[config.mk]
export PLATFORM = sky130hd
export DESIGN_NAME = i2c_slave_reg
export DESIGN_NICKNAME = d
export VERILOG_FILES = /design/src/hw/i2c_bus_pkg.sv /design/src/hw/i2c_slave_reg.sv
export SDC_FILE = /design/constraint.sdc
export NUM_CORES = 1
export LEC_CHECK = 0
export ABC_CLOCK_PERIOD_IN_PS = 1600
export BUFFER_PORTS_ARGS = -buffer_cell sky130_fd_sc_hd__clkbuf_2
export CAP_MARGIN = 10
export CORE_UTILIZATION = 48
export DETAILED_ROUTE_END_ITERATION = 7
export GPL_TIMING_DRIVEN = 1
export PLACE_DENSITY = 0.82
export SLEW_MARGIN = 20
export SYNTH_ARGS = -nofsm -noshare
export SYNTH_HDL_FRONTEND = slang
export SYNTH_SLANG_ARGS = --single-unit
[constraint.sdc]
create_clock -name clk -period 1.6 [get_ports clk]
set_input_delay 0.32 -clock clk [delete_from_list [all_inputs] [get_ports clk]]
set_output_delay 0.32 -clock clk [all_outputs]
set_load 0.05 [all_outputs]
[src/hw/i2c_bus_pkg.sv]
// Types of the I2C wire protocol
// Shared by the frontend, the register slaves and the top level.
// Modules import it inside their body and use scoped names in ports.

package i2c_bus_pkg;

	// 7-bit device address from the address byte
	typedef logic [6:0] dev_addr_t;

	// Non-ACK bits since the last start, address bits included
	typedef logic [7:0] bit_count_t;

	// Frontend packet decoder states
	typedef enum logic [1:0] {
		IDLE,
		ADDRESS,
		DATA,
		IGNORE
	} frontend_state_t;

endpackage

[src/hw/i2c_slave_reg.sv]
// Single-register I2C slave
// Claims one device address. A write shifts data into a shadow word and
// commits it at stop, but only when at least WIDTH bits came in.
// Extra bits are dropped. A read shifts reg_out out MSB first, then 1s.
// ack and tx_content are combined with the other slaves at the top level.

`timescale 1ns/100ps

module i2c_slave_reg #(
	parameter i2c_bus_pkg::dev_addr_t DEV_ADDR    = 7'h00,
	parameter int                     WIDTH       = 8,
	parameter logic [WIDTH-1:0]       RESET_VALUE = '0
) (
	input  logic                    clk,
	input  logic                    reset,
	input  logic                    rx_stop,
	input  logic                    rx_content,
	input  logic                    content_strobe,
	input  i2c_bus_pkg::bit_count_t bit_count,
	input  i2c_bus_pkg::dev_addr_t  pkt_address,
	input  logic                    pkt_read_wr,
	input  logic                    pkt_addressed,
	output logic                    ack,
	output logic                    tx_content,
	output logic [WIDTH-1:0]        reg_out
);

	import i2c_bus_pkg::*;

	// Address byte plus one full register
	localparam bit_count_t FULL_COUNT = bit_count_t'(WIDTH + 8);

	logic dev_addressed;
	logic write_active;
	logic read_active;

	// Incoming write data
	logic [WIDTH-1:0] shadow;
	// Outgoing read data
	logic [WIDTH-1:0] tx_shift;

	assign dev_addressed = pkt_addressed && (pkt_address == DEV_ADDR);
	assign write_active  = dev_addressed && !pkt_read_wr;
	assign read_active   = dev_addressed && pkt_read_wr;

	// Claim both directions
	assign ack = dev_addressed;

	// Idle level 1 keeps the wired-AND neutral
	assign tx_content = read_active ? tx_shift[WIDTH-1] : 1'b1;

	// Bits past the register width are not stored
	always_ff @(posedge clk) begin
		if (content_strobe && write_active && bit_count < FULL_COUNT) begin
			shadow <= {shadow[WIDTH-2:0], rx_content};
		end
	end

	// Follows reg_out until a read starts, then shifts with 1 fill
	always_ff @(posedge clk) begin
		if (!read_active) begin
			tx_shift <= reg_out;
		end else if (content_strobe) begin
			tx_shift <= {tx_shift[WIDTH-2:0], 1'b1};
		end
	end

	// Commit at stop, short writes are dropped
	always_ff @(posedge clk or posedge reset) begin
		if (reset) begin
			reg_out <= RESET_VALUE;
		end else if (rx_stop && write_active && bit_count >= FULL_COUNT) begin
			reg_out <= shadow;
		end
	end

	assert property (@(posedge clk) disable iff (reset) $changed(reg_out) |-> $past(rx_stop))
		else $error("reg_out changed without stop: addr=%h value=%h", DEV_ADDR, reg_out);

endmodule

==> flow_metrics.py <==
metrics = {
    "final_layout": {
        "fin_nets": 110,
        "fillers": 170,
        "layout-drive-gt1-share_pct": 66.7,
        "area_growth_pct": 27.3,
        "finalInstanceArea_um2": 1270,
        "diodes": 0,
        "layout.cells.non_filler": 114,
    },
    "timing": {
        "setup_viol": 1,
        "post-route-period-util_pct": 103,
        "relSlewSlack_pct": 79.0,
        "finClkSkew_ns": 0.00316,
        "drv_slew": 0,
        "rsz0062_at_grt": "true",
        "fmax_mhz": 607,
        "min_period_ns": 1.65,
        "timing.hold.ws_ns": 0.182,
        "hold_viol": 0,
        "timing.setup.tns_ns": -0.0479,
        "worst_pin_slew_ns": 0.314,
        "timing.final.ws_setup_ns": -0.0479,
    },
    "setup_path": {
        "arrival_ns": 1.33,
        "worstReg2RegEnd": "tx_shift[2]$_DFFE_PP_",
        "start_kind": "primary input",
        "crit_slowest_cell": "nor4b_4",
        "crit_fanout": 3,
        "r2r_slack_ns": 0.65,
        "cp_cell_sequence": "clkbuf_2, nor4b_4, nand3_2, or2_4, buf_8",
        "max_stage_delay_ns": 0.34,
        "r2r_cells": 1,
        "path_class": "in -> out",
        "cp-end-kind": "primary output",
        "worstPathRequired_ns": 1.28,
        "rr_startpoint": "reg_out[2]$_DFFE_PP0P_",
    },
    "hold_path": {
        "min_from": "rx_content",
        "holdPathEnd": "shadow[0]$_DFFE_PP_",
        "hold_depth": 1,
        "hold_class": "in -> reg",
    },
    "yosys": {
        "synthCells": 52,
        "ys_types": 15,
        "syn-cell-area_um2": 995,
        "avgSynthCellArea_um2": 19.1,
        "synthesis.nets": 74,
        "yosys_register_bits": 24,
        "yosysSeqAreaShare_pct": 68.4,
        "yosysWarningCount": 0,
    },
    "grt": {
        "grt_antenna_before_repair": 0,
        "grt_pass1_wl_um": 2470,
        "grt_max_degree": 14,
        "grt_util_all_layers_pct": 16.4,
        "overflow": 0,
        "grt_pass1_vias": 575,
    },
    "floorplan": {
        "die_area_um2": 2260,
        "start_util_pct": 50.7,
        "die_w_um": 47.5,
        "die_h_um": 47.5,
        "row_count": 16,
        "ios": 32,
        "core_um2": 1960,
    },
    "routing": {
        "drc": 0,
        "via_count": 594,
        "routedWlPerCell_um": 14.9,
        "firstDrtPassIters": 4,
        "drt_iter0_drc": 1,
        "antenna_left": 0,
        "viasPerCell": 5.21,
        "routed_wl_um": 1700,
    },
    "clocking": {
        "root_buffer": "clkbuf_4",
        "cts_buffers": 3,
        "insertion_delay_ns": 0.31,
        "path_clk_slew_ns": 0.13,
        "cts_buffer_depth": 2,
        "cts_tree": "yes",
        "htree_levels": 1,
        "cts.sinks": 24,
    },
    "status": {
        "failed_checks": "setup timing",
        "status": "finished with violations",
    },
    "pwr": {
        "power_leakage_uw": 0.000583,
        "power_density_nw_per_um2": 842,
        "ir_drop_mv": 0.600,
        "total_power_uw": 1070,
    },
    "placement": {
        "routabilityCongestion": 0.688,
        "placed_area_um2": 1180,
        "post-place-cells": 106,
        "hpwl_um": 1250,
        "io_buffers": 27,
    },
    "run": {
        "max_cap_viol_count": 0,
    },
}
## what timing repair did
action / CTS / global route
pin swaps: 1 / 3
setup buffers: 2 / 1
hold endpoints to repair: 8 / 0
hold buffers: 1 / 0
setup endpoints to repair: 1 / 10
gates resized for setup: 3 / 3
## cell usage after synthesis
| library cell | n | share of area (%) |
|---|---|---|
| o41a_1 | 1 | 1.1 |
| nor4_2 | 1 | 1.3 |
| nor4b_2 | 1 | 1.5 |
| inv_1 | 1 | 0.38 |
| mux2_4 | 8 | 12 |
| edfxtp_1 | 16 | 48 |
| nand2b_1 | 1 | 0.63 |
| dfrtp_1 | 8 | 20 |
| buf_6 | 1 | 1.1 |
| and4b_1 | 2 | 2.0 |
| mux2_2 | 7 | 7.9 |
| nor4_1 | 1 | 0.63 |
| or2_2 | 2 | 1.3 |
| nand3_2 | 1 | 1.0 |
| and2_1 | 1 | 0.63 |
## layout by cell type, fill, tap and decap left out
| cell type | instances |
|---|---|
| clkbuf_2 | 25 |
| edfxtp_1 | 16 |
| mux2_4 | 8 |
| dfrtp_1 | 8 |
| mux2_2 | 7 |
| buf_4 | 5 |
| clkbuf_4 | 3 |
| and4b_2 | 2 |
| nor4_4 | 1 |
| nor4b_4 | 1 |
| o41a_1 | 1 |
| and2_4 | 1 |
| nand3_2 | 1 |
| or2_4 | 1 |
| nor4_1 | 1 |
| or2_2 | 1 |
| inv_1 | 1 |
| nand2b_1 | 1 |
| clkbuf_8 | 1 |
| dlygate4sd3_1 | 1 |
| buf_8 | 1 |
## registers in the layout, summed over array words and instances (netlist names)
signal and count:
reg_out 8, shadow 8, tx_shift 8
## layer usage
layer  up-vias  track usage (%)  share of wire (%)
met4         0             3.43               0.47
met3         2             4.53                3.9
met1       300             19.9                 43
met2        22             29.0                 53
li1        270                -                  -
met5         -                0                  0
## critical path: cells and delay by family
kind	cells	cell delay, ns
buffers and inverters	2	0.25
and+or+nand+nor	3	0.76
## worst max-delay path by stage
stage / start / end / slack (ns) / cells past startpoint
floorplan: pkt_address[6] / shadow[0]$_DFFE_PP_ / 0.04 / 3
global placement: pkt_address[6] / reg_out[3]$_DFFE_PP0P_ / -0.18 / 4
detailed placement: pkt_address[6] / reg_out[0]$_DFFE_PP0P_ / -0.20 / 4
CTS: pkt_address[2] / tx_content / -0.04 / 5
global route: pkt_address[6] / tx_content / -0.09 / 5
finish: pkt_address[6] / tx_content / -0.05 / 5
## report_power, final
part / internal, uW / switching, uW
clock: 139 / 174
combinational: 37.4 / 42.8
sequential: 668 / 5.80
total: 844 / 223
## cells by family after synthesis
family	after synthesis	synth area share [%]
AND/OR/NAND/NOR	10	8.93
AO/OA/AOI/OAI	1	1.13
buffers and inverters	2	1.51
flip-flops	24	68.4
multiplexers	15	20.0
## per-stage QoR
stage	worst slack (ns)	utilization, %
final	-0.0479	64.5
after floorplan	0.0435	-
after global routing	-0.0890	64.5
after global placement	-0.177	60.3
after detailed placement	-0.203	60.3
after CTS	-0.0356	64.0
## cell type report
cell class              instances  area, um2  share of cell area [%]
multi-input cells              26        324                    25.6
flip-flops and latches         24        681                    53.8
well taps                      27       33.8                    2.67
repair buffers                 32        188                    14.8
inverters                       1       3.75                   0.296
clock buffers                   4       36.3                    2.87
Note: power is estimated with default switching activity, not from simulation.
